### src/design/mipsPkg.sv
`default_nettype none

package mipsPkg;

    typedef logic [31:0] regWord_t;
    typedef logic [4:0]  regIndex_t;
    typedef logic [31:0] instWord_t;

    typedef enum logic [2:0] {
        aluAdd,
        aluSub,
        aluAnd,
        aluOr,
        aluSlt,
        aluLui
    } aluOp_t;

    typedef enum logic [1:0] {
        wbNone,
        wbAlu,
        wbMem
    } wbSource_t;

    // Primary opcodes
    localparam logic [5:0] opSpecial = 6'h00;
    localparam logic [5:0] opJ       = 6'h02;
    localparam logic [5:0] opBeq     = 6'h04;
    localparam logic [5:0] opBne     = 6'h05;
    localparam logic [5:0] opAddiu   = 6'h09;
    localparam logic [5:0] opOri     = 6'h0d;
    localparam logic [5:0] opLui     = 6'h0f;
    localparam logic [5:0] opLw      = 6'h23;
    localparam logic [5:0] opSw      = 6'h2b;

    // Function field of SPECIAL
    localparam logic [5:0] functAddu = 6'h21;
    localparam logic [5:0] functSubu = 6'h23;
    localparam logic [5:0] functAnd  = 6'h24;
    localparam logic [5:0] functOr   = 6'h25;
    localparam logic [5:0] functSlt  = 6'h2a;

    typedef struct packed {
        logic      valid;
        regWord_t  pc;
        instWord_t instr;
    } decodeStage_t;

    typedef struct packed {
        logic      valid;
        regWord_t  pc;
        regWord_t  opA;
        regWord_t  opB;
        regWord_t  immediate;
        aluOp_t    aluOp;
        logic      aluImm;
        regIndex_t dest;
        wbSource_t wbSource;
        logic      isStore;
    } executeStage_t;

    typedef struct packed {
        logic      valid;
        regWord_t  pc;
        regWord_t  aluResult;
        regWord_t  storeData;
        regIndex_t dest;
        wbSource_t wbSource;
        logic      isStore;
    } memoryStage_t;

    typedef struct packed {
        logic      valid;
        regWord_t  pc;
        regWord_t  aluResult;
        regIndex_t dest;
        wbSource_t wbSource;
    } writebackStage_t;

endpackage

`default_nettype wire

### src/design/fetchUnit.sv
`timescale 1ns/1ps
`default_nettype none

module fetchUnit #(
    parameter mipsPkg::regWord_t resetPc = 32'hBFC00000
) (
    input  wire logic              clk,
    input  wire logic              reset,
    input  wire logic              hold,
    input  wire logic              redirect,
    input  wire mipsPkg::regWord_t redirectPc,
    output mipsPkg::regWord_t      pc
);
    import mipsPkg::*;

    // PC of the word arriving from the SRAM this cycle
    regWord_t currentPc;

    // Address issued now; its word arrives next cycle
    always_comb begin
        if (hold) begin
            pc = currentPc;
        end else if (redirect) begin
            pc = redirectPc;
        end else begin
            pc = currentPc + 32'd4;
        end
    end

    // Sits one word early so the first issued address is resetPc
    always_ff @(posedge clk) begin
        if (reset) begin
            currentPc <= resetPc - 32'd4;
        end else begin
            currentPc <= pc;
        end
    end

endmodule

`default_nettype wire

### src/design/instrDecoder.sv
`timescale 1ns/1ps
`default_nettype none

module instrDecoder (
    input  wire mipsPkg::instWord_t instr,
    output mipsPkg::regIndex_t      rs,
    output mipsPkg::regIndex_t      rt,
    output mipsPkg::regIndex_t      dest,
    output logic                    readRs,
    output logic                    readRt,
    output mipsPkg::regWord_t       immediate,
    output mipsPkg::aluOp_t         aluOp,
    output logic                    aluImm,
    output mipsPkg::wbSource_t      wbSource,
    output logic                    isStore,
    output logic                    isBeq,
    output logic                    isBne,
    output logic                    isJump,
    output logic [25:0]             jumpIndex
);
    import mipsPkg::*;

    logic [5:0] opcode;
    logic [5:0] funct;
    regIndex_t  rd;

    assign opcode    = instr[31:26];
    assign funct     = instr[5:0];
    assign rs        = instr[25:21];
    assign rt        = instr[20:16];
    assign rd        = instr[15:11];
    assign jumpIndex = instr[25:0];

    always_comb begin
        immediate = {{16{instr[15]}}, instr[15:0]};
        dest      = '0;
        readRs    = 1'b0;
        readRt    = 1'b0;
        aluOp     = aluAdd;
        aluImm    = 1'b1;
        wbSource  = wbNone;
        isStore   = 1'b0;
        isBeq     = 1'b0;
        isBne     = 1'b0;
        isJump    = 1'b0;
        case (opcode)
            opSpecial: begin
                readRs = 1'b1;
                readRt = 1'b1;
                aluImm = 1'b0;
                dest   = rd;
                wbSource = wbAlu;
                case (funct)
                    functAddu: aluOp = aluAdd;
                    functSubu: aluOp = aluSub;
                    functAnd:  aluOp = aluAnd;
                    functOr:   aluOp = aluOr;
                    functSlt:  aluOp = aluSlt;
                    default: begin
                        // Unknown function retires as a no-op
                        dest     = '0;
                        wbSource = wbNone;
                    end
                endcase
            end
            opAddiu: begin
                readRs   = 1'b1;
                dest     = rt;
                wbSource = wbAlu;
            end
            opOri: begin
                readRs    = 1'b1;
                dest      = rt;
                wbSource  = wbAlu;
                aluOp     = aluOr;
                immediate = {16'h0000, instr[15:0]};
            end
            opLui: begin
                dest      = rt;
                wbSource  = wbAlu;
                aluOp     = aluLui;
                immediate = {16'h0000, instr[15:0]};
            end
            opLw: begin
                readRs   = 1'b1;
                dest     = rt;
                wbSource = wbMem;
            end
            opSw: begin
                readRs  = 1'b1;
                readRt  = 1'b1;
                isStore = 1'b1;
            end
            opBeq: begin
                readRs = 1'b1;
                readRt = 1'b1;
                isBeq  = 1'b1;
            end
            opBne: begin
                readRs = 1'b1;
                readRt = 1'b1;
                isBne  = 1'b1;
            end
            opJ: isJump = 1'b1;
            default: ;
        endcase
    end

endmodule

`default_nettype wire

### src/design/registerFile.sv
`timescale 1ns/1ps
`default_nettype none

module registerFile (
    input  wire logic               clk,
    input  wire logic               reset,
    input  wire mipsPkg::regIndex_t readIndexA,
    input  wire mipsPkg::regIndex_t readIndexB,
    output mipsPkg::regWord_t       readDataA,
    output mipsPkg::regWord_t       readDataB,
    input  wire mipsPkg::regIndex_t writeIndex,
    input  wire mipsPkg::regWord_t  writeData
);
    import mipsPkg::*;

    regWord_t regs [32];

    always_ff @(posedge clk) begin
        if (reset) begin
            for (int i = 0; i < 32; i++) begin
                regs[i] <= '0;
            end
        end else if (writeIndex != '0) begin
            regs[writeIndex] <= writeData;
        end
    end

    // Register zero never gets written, so it reads as zero
    assign readDataA = regs[readIndexA];
    assign readDataB = regs[readIndexB];

endmodule

`default_nettype wire

### src/design/executeUnit.sv
`timescale 1ns/1ps
`default_nettype none

module executeUnit (
    input  wire mipsPkg::regWord_t opA,
    input  wire mipsPkg::regWord_t opB,
    input  wire mipsPkg::regWord_t immediate,
    input  wire logic              aluImm,
    input  wire mipsPkg::aluOp_t   aluOp,
    output mipsPkg::regWord_t      result
);
    import mipsPkg::*;

    regWord_t second;

    assign second = aluImm ? immediate : opB;

    always_comb begin
        case (aluOp)
            aluAdd:  result = opA + second;
            aluSub:  result = opA - second;
            aluAnd:  result = opA & second;
            aluOr:   result = opA | second;
            aluSlt:  result = {31'b0, $signed(opA) < $signed(second)};
            aluLui:  result = {second[15:0], 16'h0000};
            default: result = '0;
        endcase
    end

endmodule

`default_nettype wire

### src/design/stageRegister.sv
`timescale 1ns/1ps
`default_nettype none

module stageRegister #(
    parameter type payload_t = mipsPkg::decodeStage_t
) (
    input  wire logic     clk,
    input  wire logic     reset,
    input  wire logic     hold,
    input  wire logic     flush,
    input  wire payload_t nextStage,
    output payload_t      stage
);

    always_ff @(posedge clk) begin
        if (reset || flush) begin
            // Bubble; the rest of the payload is don't care
            stage.valid <= 1'b0;
        end else if (!hold) begin
            stage <= nextStage;
        end
    end

endmodule

`default_nettype wire

### src/design/pipelineControl.sv
`timescale 1ns/1ps
`default_nettype none

module pipelineControl (
    input  wire mipsPkg::regIndex_t rs,
    input  wire mipsPkg::regIndex_t rt,
    input  wire logic               readRs,
    input  wire logic               readRt,
    input  wire mipsPkg::regWord_t  fileA,
    input  wire mipsPkg::regWord_t  fileB,
    input  wire mipsPkg::regIndex_t exDest,
    input  wire mipsPkg::regIndex_t memDest,
    input  wire mipsPkg::regIndex_t wbDest,
    input  wire mipsPkg::wbSource_t exSource,
    input  wire mipsPkg::wbSource_t memSource,
    input  wire mipsPkg::wbSource_t wbSource,
    input  wire mipsPkg::regWord_t  memAlu,
    input  wire mipsPkg::regWord_t  wbData,
    input  wire logic               isBeq,
    input  wire logic               isBne,
    input  wire logic               isJump,
    input  wire logic [25:0]        jumpIndex,
    input  wire mipsPkg::regWord_t  immediate,
    input  wire mipsPkg::regWord_t  decodePc,
    output logic                    stallDecode,
    output logic                    redirect,
    output mipsPkg::regWord_t       redirectPc,
    output mipsPkg::regWord_t       operandA,
    output mipsPkg::regWord_t       operandB
);
    import mipsPkg::*;

    logic stallA;
    logic stallB;
    logic equal;
    logic taken;

    // Returns {stall, value} for one decode operand
    function automatic logic [32:0] resolve(input regIndex_t index, input logic read,
                                            input regWord_t fileValue);
        if (!read || index == '0) begin
            return {1'b0, fileValue};
        end
        if (exSource != wbNone && index == exDest) begin
            return {1'b1, fileValue};
        end
        if (memSource == wbMem && index == memDest) begin
            return {1'b1, fileValue};
        end
        if (memSource == wbAlu && index == memDest) begin
            return {1'b0, memAlu};
        end
        if (wbSource != wbNone && index == wbDest) begin
            return {1'b0, wbData};
        end
        return {1'b0, fileValue};
    endfunction

    always_comb begin
        {stallA, operandA} = resolve(rs, readRs, fileA);
        {stallB, operandB} = resolve(rt, readRt, fileB);
    end

    assign stallDecode = stallA || stallB;
    assign equal       = operandA == operandB;
    assign taken       = isJump || (isBeq && equal) || (isBne && !equal);
    assign redirect    = taken && !stallDecode;

    always_comb begin
        if (isJump) begin
            redirectPc = {decodePc[31:28], jumpIndex, 2'b00};
        end else begin
            redirectPc = decodePc + 32'd4 + {immediate[29:0], 2'b00};
        end
    end

endmodule

`default_nettype wire

### src/design/mipsCore.sv
`timescale 1ns/1ps
`default_nettype none

module mipsCore #(
    parameter mipsPkg::regWord_t resetPc = 32'hBFC00000
) (
    input  wire logic              clk,
    input  wire logic              reset,
    output mipsPkg::regWord_t      instAddr,
    input  wire mipsPkg::regWord_t instRdata,
    output logic                   dataEn,
    output logic [3:0]             dataWen,
    output mipsPkg::regWord_t      dataAddr,
    output mipsPkg::regWord_t      dataWdata,
    input  wire mipsPkg::regWord_t dataRdata,
    output mipsPkg::regWord_t      debugWbPc,
    output logic [3:0]             debugWbRfWen,
    output mipsPkg::regIndex_t     debugWbRfWnum,
    output mipsPkg::regWord_t      debugWbRfWdata
);
    import mipsPkg::*;

    decodeStage_t    fetchOut, decodeStage;
    executeStage_t   decodeOut, executeStage;
    memoryStage_t    executeOut, memoryStage;
    writebackStage_t memoryOut, writebackStage;

    logic      fetchValid, stallDecode, redirect;
    regWord_t  redirectPc, issuedPc, fetchPc;
    instWord_t decodeInstr;
    regIndex_t rs, rt, dest, wbIndex;
    logic      readRs, readRt, aluImm, isStore, isBeq, isBne, isJump;
    regWord_t  immediate, fileA, fileB, operandA, operandB, aluResult, wbData;
    aluOp_t    aluOp;
    wbSource_t wbSource;
    logic [25:0] jumpIndex;

    fetchUnit #(.resetPc(resetPc)) fetch (
        .clk(clk), .reset(reset), .hold(stallDecode), .redirect(redirect),
        .redirectPc(redirectPc), .pc(issuedPc)
    );

    assign instAddr = issuedPc;

    // The word on instRdata belongs to last cycle's address
    always_ff @(posedge clk) begin
        if (reset) begin
            fetchValid <= 1'b0;
        end else begin
            fetchValid <= 1'b1;
        end
        fetchPc <= issuedPc;
    end

    assign fetchOut = '{valid: fetchValid, pc: fetchPc, instr: instRdata};

    stageRegister #(.payload_t(decodeStage_t)) decodeLatch (
        .clk(clk), .reset(reset), .hold(stallDecode), .flush(1'b0),
        .nextStage(fetchOut), .stage(decodeStage)
    );

    // A bubble decodes as an all-zero word, which does nothing
    assign decodeInstr = decodeStage.valid ? decodeStage.instr : '0;

    instrDecoder decoder (
        .instr(decodeInstr), .rs(rs), .rt(rt), .dest(dest), .readRs(readRs), .readRt(readRt),
        .immediate(immediate), .aluOp(aluOp), .aluImm(aluImm), .wbSource(wbSource),
        .isStore(isStore), .isBeq(isBeq), .isBne(isBne), .isJump(isJump),
        .jumpIndex(jumpIndex)
    );

    registerFile regFile (
        .clk(clk), .reset(reset), .readIndexA(rs), .readIndexB(rt),
        .readDataA(fileA), .readDataB(fileB), .writeIndex(wbIndex), .writeData(wbData)
    );

    pipelineControl control (
        .rs(rs), .rt(rt), .readRs(readRs), .readRt(readRt), .fileA(fileA), .fileB(fileB),
        .exDest(executeStage.dest), .memDest(memoryStage.dest), .wbDest(wbIndex),
        .exSource(executeStage.valid ? executeStage.wbSource : wbNone),
        .memSource(memoryStage.valid ? memoryStage.wbSource : wbNone),
        .wbSource(writebackStage.valid ? writebackStage.wbSource : wbNone),
        .memAlu(memoryStage.aluResult), .wbData(wbData),
        .isBeq(isBeq), .isBne(isBne), .isJump(isJump), .jumpIndex(jumpIndex),
        .immediate(immediate), .decodePc(decodeStage.pc),
        .stallDecode(stallDecode), .redirect(redirect), .redirectPc(redirectPc),
        .operandA(operandA), .operandB(operandB)
    );

    assign decodeOut = '{valid: decodeStage.valid, pc: decodeStage.pc, opA: operandA,
                         opB: operandB, immediate: immediate, aluOp: aluOp, aluImm: aluImm,
                         dest: dest, wbSource: wbSource, isStore: isStore};

    stageRegister #(.payload_t(executeStage_t)) executeLatch (
        .clk(clk), .reset(reset), .hold(1'b0), .flush(stallDecode),
        .nextStage(decodeOut), .stage(executeStage)
    );

    executeUnit alu (
        .opA(executeStage.opA), .opB(executeStage.opB), .immediate(executeStage.immediate),
        .aluImm(executeStage.aluImm), .aluOp(executeStage.aluOp), .result(aluResult)
    );

    assign executeOut = '{valid: executeStage.valid, pc: executeStage.pc,
                          aluResult: aluResult, storeData: executeStage.opB,
                          dest: executeStage.dest, wbSource: executeStage.wbSource,
                          isStore: executeStage.isStore};

    stageRegister #(.payload_t(memoryStage_t)) memoryLatch (
        .clk(clk), .reset(reset), .hold(1'b0), .flush(1'b0),
        .nextStage(executeOut), .stage(memoryStage)
    );

    assign dataEn = memoryStage.valid && (memoryStage.isStore || memoryStage.wbSource == wbMem);
    assign dataWen = {4{memoryStage.valid && memoryStage.isStore}};
    assign dataAddr = {memoryStage.aluResult[31:2], 2'b00};
    assign dataWdata = memoryStage.storeData;

    assign memoryOut = '{valid: memoryStage.valid, pc: memoryStage.pc,
                         aluResult: memoryStage.aluResult, dest: memoryStage.dest,
                         wbSource: memoryStage.wbSource};

    stageRegister #(.payload_t(writebackStage_t)) writebackLatch (
        .clk(clk), .reset(reset), .hold(1'b0), .flush(1'b0),
        .nextStage(memoryOut), .stage(writebackStage)
    );

    assign wbData = writebackStage.wbSource == wbMem ? dataRdata : writebackStage.aluResult;
    // Index zero means no write this cycle
    assign wbIndex = (writebackStage.valid && writebackStage.wbSource != wbNone) ?
                     writebackStage.dest : '0;

    assign debugWbPc      = writebackStage.pc;
    assign debugWbRfWen   = {4{wbIndex != '0}};
    assign debugWbRfWnum  = wbIndex;
    assign debugWbRfWdata = wbData;

endmodule

`default_nettype wire

### config.mk
export PLATFORM = sky130hd
export DESIGN_NAME = mipsCore
export DESIGN_NICKNAME = d
export VERILOG_FILES = /design/src/design/mipsPkg.sv /design/src/design/fetchUnit.sv /design/src/design/instrDecoder.sv /design/src/design/registerFile.sv /design/src/design/executeUnit.sv /design/src/design/stageRegister.sv /design/src/design/pipelineControl.sv /design/src/design/mipsCore.sv
export SDC_FILE = /design/constraint.sdc
export NUM_CORES = 2
export LEC_CHECK = 0
export BUFFER_PORTS_ARGS = -buffer_cell sky130_fd_sc_hd__buf_2
export CELL_PAD_IN_SITES_DETAIL_PLACEMENT = 0
export CELL_PAD_IN_SITES_GLOBAL_PLACEMENT = 1
export CORE_MARGIN = 3
export CORE_UTILIZATION = 42
export DETAILED_ROUTE_END_ITERATION = 12
export PLACE_DENSITY = 0.7
export REMOVE_ABC_BUFFERS = 1
export SLEW_MARGIN = 20
export SYNTH_ARGS = -nofsm -noshare
export SYNTH_HDL_FRONTEND = slang
export SYNTH_SLANG_ARGS = --single-unit
### constraint.sdc
create_clock -name clk -period 31.3 [get_ports clk]
set_input_delay 7.825 -clock clk [delete_from_list [all_inputs] [get_ports clk]]
set_output_delay 7.825 -clock clk [all_outputs]
set_load 0.005 [all_outputs]
* Yosys cells after proc, flatten, opt, wreduce, memory -nomap -nowiden
Memory sizes are Yosys's and may differ from the RTL's. Index checks and enable logic that the tools add are counted.
Word-level totals: bits in latches 0, bits in registers 447, RAM bits 1024, logic and storage cells 194, input bits 66, memory bits (read-only) 0, memories kept 1, output and inout bits 174
Memory list:
- regFile.regs | words 32, width 32, rd ports 2, clocked after Yosys merged registers in 0, wr ports 32, RTL line registerFile.sv:16 | regWord_t regs [32];
Cells by class: add/subtract/negate cells 5, $mul 0, magnitude comparators 1, bitwise gates (word level) 4, shift operators 0, equality and inequality tests 29, reductions and logical operators 41, mux-type cells 84, divide/modulo/power cells 0
Operator list (count):
- $mux 33 | 20
- $mux 32 | 7
- $pmux 32 s6 | 1
- $add 32x3->32 const B | 2
- $add 32x32->32 | 2
- $mux 1 | 45
- $eq 6x6->1 const B | 7
- $and 32x32->32 | 1
- $eq 32x32->1 | 1
- $lt 32x32->1 | 1
- $or 32x32->32 | 1
- $reduce_or 32->1 | 1
- $sub 32x32->32 | 1
- $eq 5x5->1 | 6
- $mux 30 | 1
- $eq 6x4->1 const B | 3
- $mux 5 | 3
- $logic_and 1x1->1 | 14
- $eq 6x3->1 const B | 2
- $pmux 3 s4 | 1
- $logic_not 5->1 | 2
- $pmux 5 s2 | 1
- $pmux 3 s3 | 1
- $reduce_or 4->1 | 2
- 20 further kinds | 38

* Logic depth before layout (Yosys ltp)
word-level depth 29, depth in mapped cells 24

* By module
A second synthesis with hierarchy kept.
Unflattened totals: cell total of the unflattened synthesis 7002, area total of the unflattened synthesis 82133.8 um2
By module, submodules not included:
- registerFile | area each 56066.3 um2, sequential area each 30749.5 um2, times used 1, cells an instance 4604
- executeUnit | area each 5363.9 um2, sequential area each 0.0 um2, times used 1, cells an instance 812
- pipelineControl | area each 4311.6 um2, sequential area each 0.0 um2, times used 1, cells an instance 638
- stageRegister (executeLatch) | area each 4249.1 um2, sequential area each 4224.1 um2, times used 1, cells an instance 144
- stageRegister (memoryLatch) | area each 3168.0 um2, sequential area each 3143.0 um2, times used 1, cells an instance 108
- fetchUnit | area each 2344.7 um2, sequential area each 640.6 um2, times used 1, cells an instance 303
- stageRegister (writebackLatch) | area each 2177.1 um2, sequential area each 2152.1 um2, times used 1, cells an instance 75
- stageRegister (decodeLatch) | area each 1966.9 um2, sequential area each 1941.9 um2, times used 1, cells an instance 68
- mipsCore | area each 1607.8 um2, sequential area each 660.6 um2, times used 1, cells an instance 132
- instrDecoder | area each 878.3 um2, sequential area each 0.0 um2, times used 1, cells an instance 118

* Worst setup path after synthesis
Ideal clock, no wire load.
path kind input -> output, start input dataRdata[21], end output instAddr[18], cell stages on the path 14, arrival time 10.533 ns, setup slack 12.942 ns, path buffers 2, path through mux2i_1 -> inv_1 -> a21oi_1 -> a2bb2oi_1 -> a2bb2oi_1 -> xor2_1 -> nor4_1 -> nand4_2 -> or3_1 -> buf_2 -> nand3_4 -> buf_4 -> a21boi_0 -> a221oi_1
Between the ends: cells in the longest elaborated chain, start to end 14
Ends and longest elaborated chain:
- from (decl) | RTL line mipsCore.sv:15 | input wire mipsPkg::regWord_t dataRdata,
- $mux 32 * | RTL line mipsCore.sv:128 | assign wbData = writebackStage.wbSource == wbMem ? dataRdata : writebackStage.aluResult;
- via debugWbRfWdata[21] | RTL line mipsCore.sv:19 | output mipsPkg::regWord_t debugWbRfWdata
- $mux 33 * | RTL line pipelineControl.sv:53 | if (wbSource != wbNone && index == wbDest) begin
- $mux 33 * | RTL line pipelineControl.sv:56 | return {1'b0, fileValue};
- $mux 33 * | RTL line pipelineControl.sv:53
- $mux 33 * | RTL line pipelineControl.sv:50 | if (memSource == wbAlu && index == memDest) begin
- $mux 33 * | RTL line pipelineControl.sv:47 | if (memSource == wbMem && index == memDest) begin
- $mux 33 * | RTL line pipelineControl.sv:44 | if (exSource != wbNone && index == exDest) begin
- via control.operandA[21] | RTL line pipelineControl.sv:28 | output mipsPkg::regWord_t operandA,
- $eq 32x32->1 * | RTL line pipelineControl.sv:65 | assign equal = operandA == operandB;
- $logic_and 1x1->1 / $logic_not 1->1 (equally long branches) | RTL line pipelineControl.sv:66 | assign taken = isJump || (isBeq && equal) || (isBne && !equal);
- $logic_or 1x1->1 / $logic_and 1x1->1 (equally long branches) | RTL line pipelineControl.sv:66
- $logic_or 1x1->1 * | RTL line pipelineControl.sv:66
- $logic_and 1x1->1 * | RTL line pipelineControl.sv:67 | assign redirect = taken && !stallDecode;
- $mux 32 * | RTL line fetchUnit.sv:23 | end else if (redirect) begin
- $mux 32 * | RTL line fetchUnit.sv:21 | if (hold) begin
- to (decl) | RTL line mipsCore.sv:9 | output mipsPkg::regWord_t instAddr,
Mark *: on every way through the listed nets, which the timed path passes. The rest lies on a longest branch.

* Worst setup path in the final report
start input dataRdata[13], end output instAddr[10]
Between the ends: cells in the longest elaborated chain, start to end 14
Ends and longest elaborated chain (RTL line):
- $mux 32 * | mipsCore.sv:128
- $mux 33 * | pipelineControl.sv:53
- $mux 33 * | pipelineControl.sv:56
- $mux 33 * | pipelineControl.sv:53
- $mux 33 * | pipelineControl.sv:50
- $mux 33 * | pipelineControl.sv:47
- $mux 33 * | pipelineControl.sv:44
- via control.operandA[13] | pipelineControl.sv:28
- $eq 32x32->1 * | pipelineControl.sv:65
- $logic_and 1x1->1 / $logic_not 1->1 (equally long branches) | pipelineControl.sv:66
- $logic_or 1x1->1 / $logic_and 1x1->1 (equally long branches) | pipelineControl.sv:66
- $logic_or 1x1->1 * | pipelineControl.sv:66
- $logic_and 1x1->1 * | pipelineControl.sv:67
- $mux 32 * | fetchUnit.sv:23
- $mux 32 * | fetchUnit.sv:21
Marked as above.

==> flow_summary_export.csv <==
group,metric,value,unit
finish,multi_input_comb_area,0.0327,sq mm
sta,timing.fmax,48.8,MHz
grt,globalRouteTotalUtil,35.4,%
route,wl,352000,microns
finish,nFillCells,16700,
critical_path,reg2reg_depth,17,
floorplanning,io_pins,240,
job,maxCapViolCount,0,
place,globalplace.congestion,0.951,
place,pre_cts_ws,10.67,ns
synthesis,synth_compound_area_share,14.5,%
critical_path,cpLargestDelayFamily,"simple AND/OR/NAND/NOR gates",
grt,grt_start_max_net_pins,113,
finish,final-instance-count-excl-fill,9597,
synthesis,synth_top_area_share,52.9,%
critical_path,cp.arrival,12.67,ns
critical_path,r2r_setup_slack,22.93,ns
floorplanning,die_w,439,microns
finish,syn2layout_area_growth,11.1,%
floorplanning,core,0.186,sq mm
clock_network,cts_buffer_depth,3,
status,run_status,"finished clean",
clock_network,ctsHoldBuffers,0,
worst_hold_path,min-delay-start,"fetchPc[1]",
floorplanning,rows,158,
finish,drive_gt1_share,15.2,%
power,p_leak,32.3,nW
route,vias,64800,
route,drc_errors,0,
synthesis,muxShareOfSynthArea,9.57,%
sta,setup_tns,0,ns
clock_network,worstSkewPairLatency,0.82,ns
floorplanning,start_util,42.4,%
route,wl_per_cell,36.7,microns
clock_network,h-tree-depth,4,
critical_path,required,23.48,ns
synthesis,synthCells,7074,
synthesis,synth-main-ff-cell,"edfxtp_1",
power,peakVddDrop,0.0645,mV
critical_path,r2r-end,"fetchPc[10]",
clock_network,tritoncts,"done",
worst_hold_path,min_delay_path_depth,0,
sta,finalHoldViolations,0,
synthesis,yosys.cell_count.top_type,"edfxtp_1",
grt,grt_overflow,0,
clock_network,cts.clk_slew.worst_paths,0.06,ns
route,ant_nets,0,
power,power-per-cell-area,59.9,mW/mm^2
sta,slew_headroom,11.6,%
synthesis,synth_top_area_cell,"edfxtp_1",
critical_path,crit_buf_inv,5,
place,numPortBuffers,237,
place,hpwl,208000,microns
critical_path,crit_type,"in -> out",
sta,period_share,65.5,%
synthesis,synth_common_cells,"1389 x edfxtp_1, 1221 x nor2_1, 561 x nand2_1, 427 x clkbuf_1, 360 x mux2i_1",
critical_path,crit_path_end_kind,"primary output",
critical_path,critPathMaxFanout,39,
route,first_pass_iters,6,
synthesis,synth_top_family_by_area,"compound AO/OA/AOI/OAI gates",
sta,worst_pin_slew,1.33,ns
synthesis,synth-xor-area-share,1.13,%
sta,rsz0062_at_grt,"no",
synthesis,synth_warnings,0,
critical_path,cp_slowest_stage_delay,0.70,ns
worst_hold_path,hold_end,"decodeLatch.stage[33]",
synthesis,ys_ff_latch,1458,
route,drt_iter0_markers,11300,
synthesis,ys_seq_area_share,54.7,%
finish,seq_area,0.0431,sq mm
floorplanning,fp.dieH,439,microns
sta,period_needed,20.49,ns
synthesis,synthSimpleGateAreaFrac,12.5,%
critical_path,path_depth,16,
finish,final_util,47.0,%
synthesis,synth-adder-area-share,2.52,%
floorplanning,die-area,0.193,sq mm
synthesis,synth_edf_count,1389,
worst_hold_path,hp-class,"reg -> reg",
critical_path,rr_startpoint,"decodeLatch.stage[21]",
sta,fin_hold_ws,0.402,ns
route,vias_per_cell,6.75,
clock_network,cts.sinks,1458,
synthesis,synth.distinct_cells,94,
clock_network,cts_root_buf,"clkbuf_16",
synthesis,async_flop_share,0,%
place,placedCellCount,9286,
grt,antenna_found_initial,34,
sta,setup_violations,0,
grt,grt_pass1_vias,61100,
grt,grt_pass1_wl,481000,microns
critical_path,crit_slowest_cell,"nand4_1",
clock_network,cts-resized-gates,0,
synthesis,syn-cell-area,0.0788,sq mm
synthesis,synthTopCellsByArea,"edfxtp_1 53%, nor2_1 5.8%, mux4_2 4.7%",
sta,setup_slack,10.81,ns
critical_path,path_cells,"buf_2 > mux2i_4 > buf_4 > inv_1 > a21oi_1 > o2bb2ai_1 > a32oi_1 > xor2_1 > nor4_1 > nand4_1 > o211a_1 > nor2_2 > buf_4 > mux2_2 > o32a_1 > buf_2",
clock_network,cts-buffers-inserted,162,
sta,clock_skew,0.0326,ns
finish,nets,7196,
synthesis,avgSynthCellArea,11.1,sq um
sta,finalMaxSlewViolations,0,
clock_network,post_cts_buffers,0,
critical_path,startpoint_type,"input pin",
[kinds of logic after synthesis]
group | count (synthesis)
simple gates | 2300
buf+inv | 901
other cells | 1
flops | 1458
xor+xnor | 102
fa+ha+maj | 157
compound gates | 1608
mux | 547
[registers in the layout (all words and copies together) (netlist names)]
signal	count
fetchValid	1
writebackLatch.stage	72
regFile.regs	1024
executeLatch.stage	127
memoryLatch.stage	105
decodeLatch.stage	65
fetchPc	32
fetch.currentPc	32
[layout make-up]
| type | instances | area share (%) |
|---|---|---|
| clock buffer | 208 | 5.02 |
| multi-input combinational | 4748 | 37.3 |
| antenna | 19 | 0.0543 |
| inverter | 161 | 0.700 |
| tap | 2480 | 3.55 |
| clock inverter | 81 | 0.835 |
| sequential | 1458 | 49.2 |
| timing repair buffer | 442 | 3.27 |
[layout by cell type, fill, tap and decap left out, drive strengths merged, types with 52 or more instances in the layout]
cell / instances
a221oi: 52
a21oi: 316
o221a: 66
o2bb2ai: 84
clkbuf: 208
o221ai: 90
nand2: 562
o21ai: 149
inv: 161
and2: 59
o22ai: 209
nor2b: 116
dfxtp: 69
nor2: 1222
buf: 442
a211oi: 133
edfxtp: 1389
a31oi: 115
xnor2: 55
a2bb2oi: 57
mux2i: 360
mux4: 163
a22oi: 79
ha: 154
clkinv: 62
nand3: 88
[routing by layer]
metal  part of all wire [%]  vias to the layer above  global-route usage [%]
met5                  0.036                        -                       0
met4                    8.3                       18                    24.9
met3                     13                     1247                    10.5
met2                     43                     5283                    51.9
met1                     35                    32100                    44.8
li1                       -                    26100                       -
[worst max-delay path by stage]
stage / startpoint / to / slack [ns]
after global routing: dataRdata[20] / instAddr[19] / 10.74
after floorplan: decodeLatch.stage[16] / instAddr[10] / -1.05
final: dataRdata[13] / instAddr[10] / 10.81
after CTS: dataRdata[15] / instAddr[10] / 10.65
after detailed placement: dataRdata[15] / instAddr[10] / 10.67
after global placement: dataRdata[15] / instAddr[10] / 10.74
[worst register-to-register path: cells and delay by family, from the launching register on]
kind / cells / cell delay (ns)
DFF: 1 / 0.37
xor gates and xnor gates: 1 / 0.24
and+or+nand+nor: 3 / 0.87
AOI/OAI and AO/OA: 6 / 2.69
muxes: 2 / 1.07
buffers and inverters: 5 / 2.99
[report_power, final]
group,internal (mW),total [mW],switching (mW)
sequential,2.27,2.37,0.100
combinational,0.320,0.964,0.644
clock,1.09,1.91,0.823
[metrics by stage]
step | total power, mW | area, sq um
after floorplan | 2.96 | 75600
after global placement | 3.33 | 82200
after detailed placement | 3.33 | 82300
after CTS | 5.21 | 87400
after global routing | 5.37 | 87500
final | 5.25 | 87500
(Power assumes the default switching activity.)
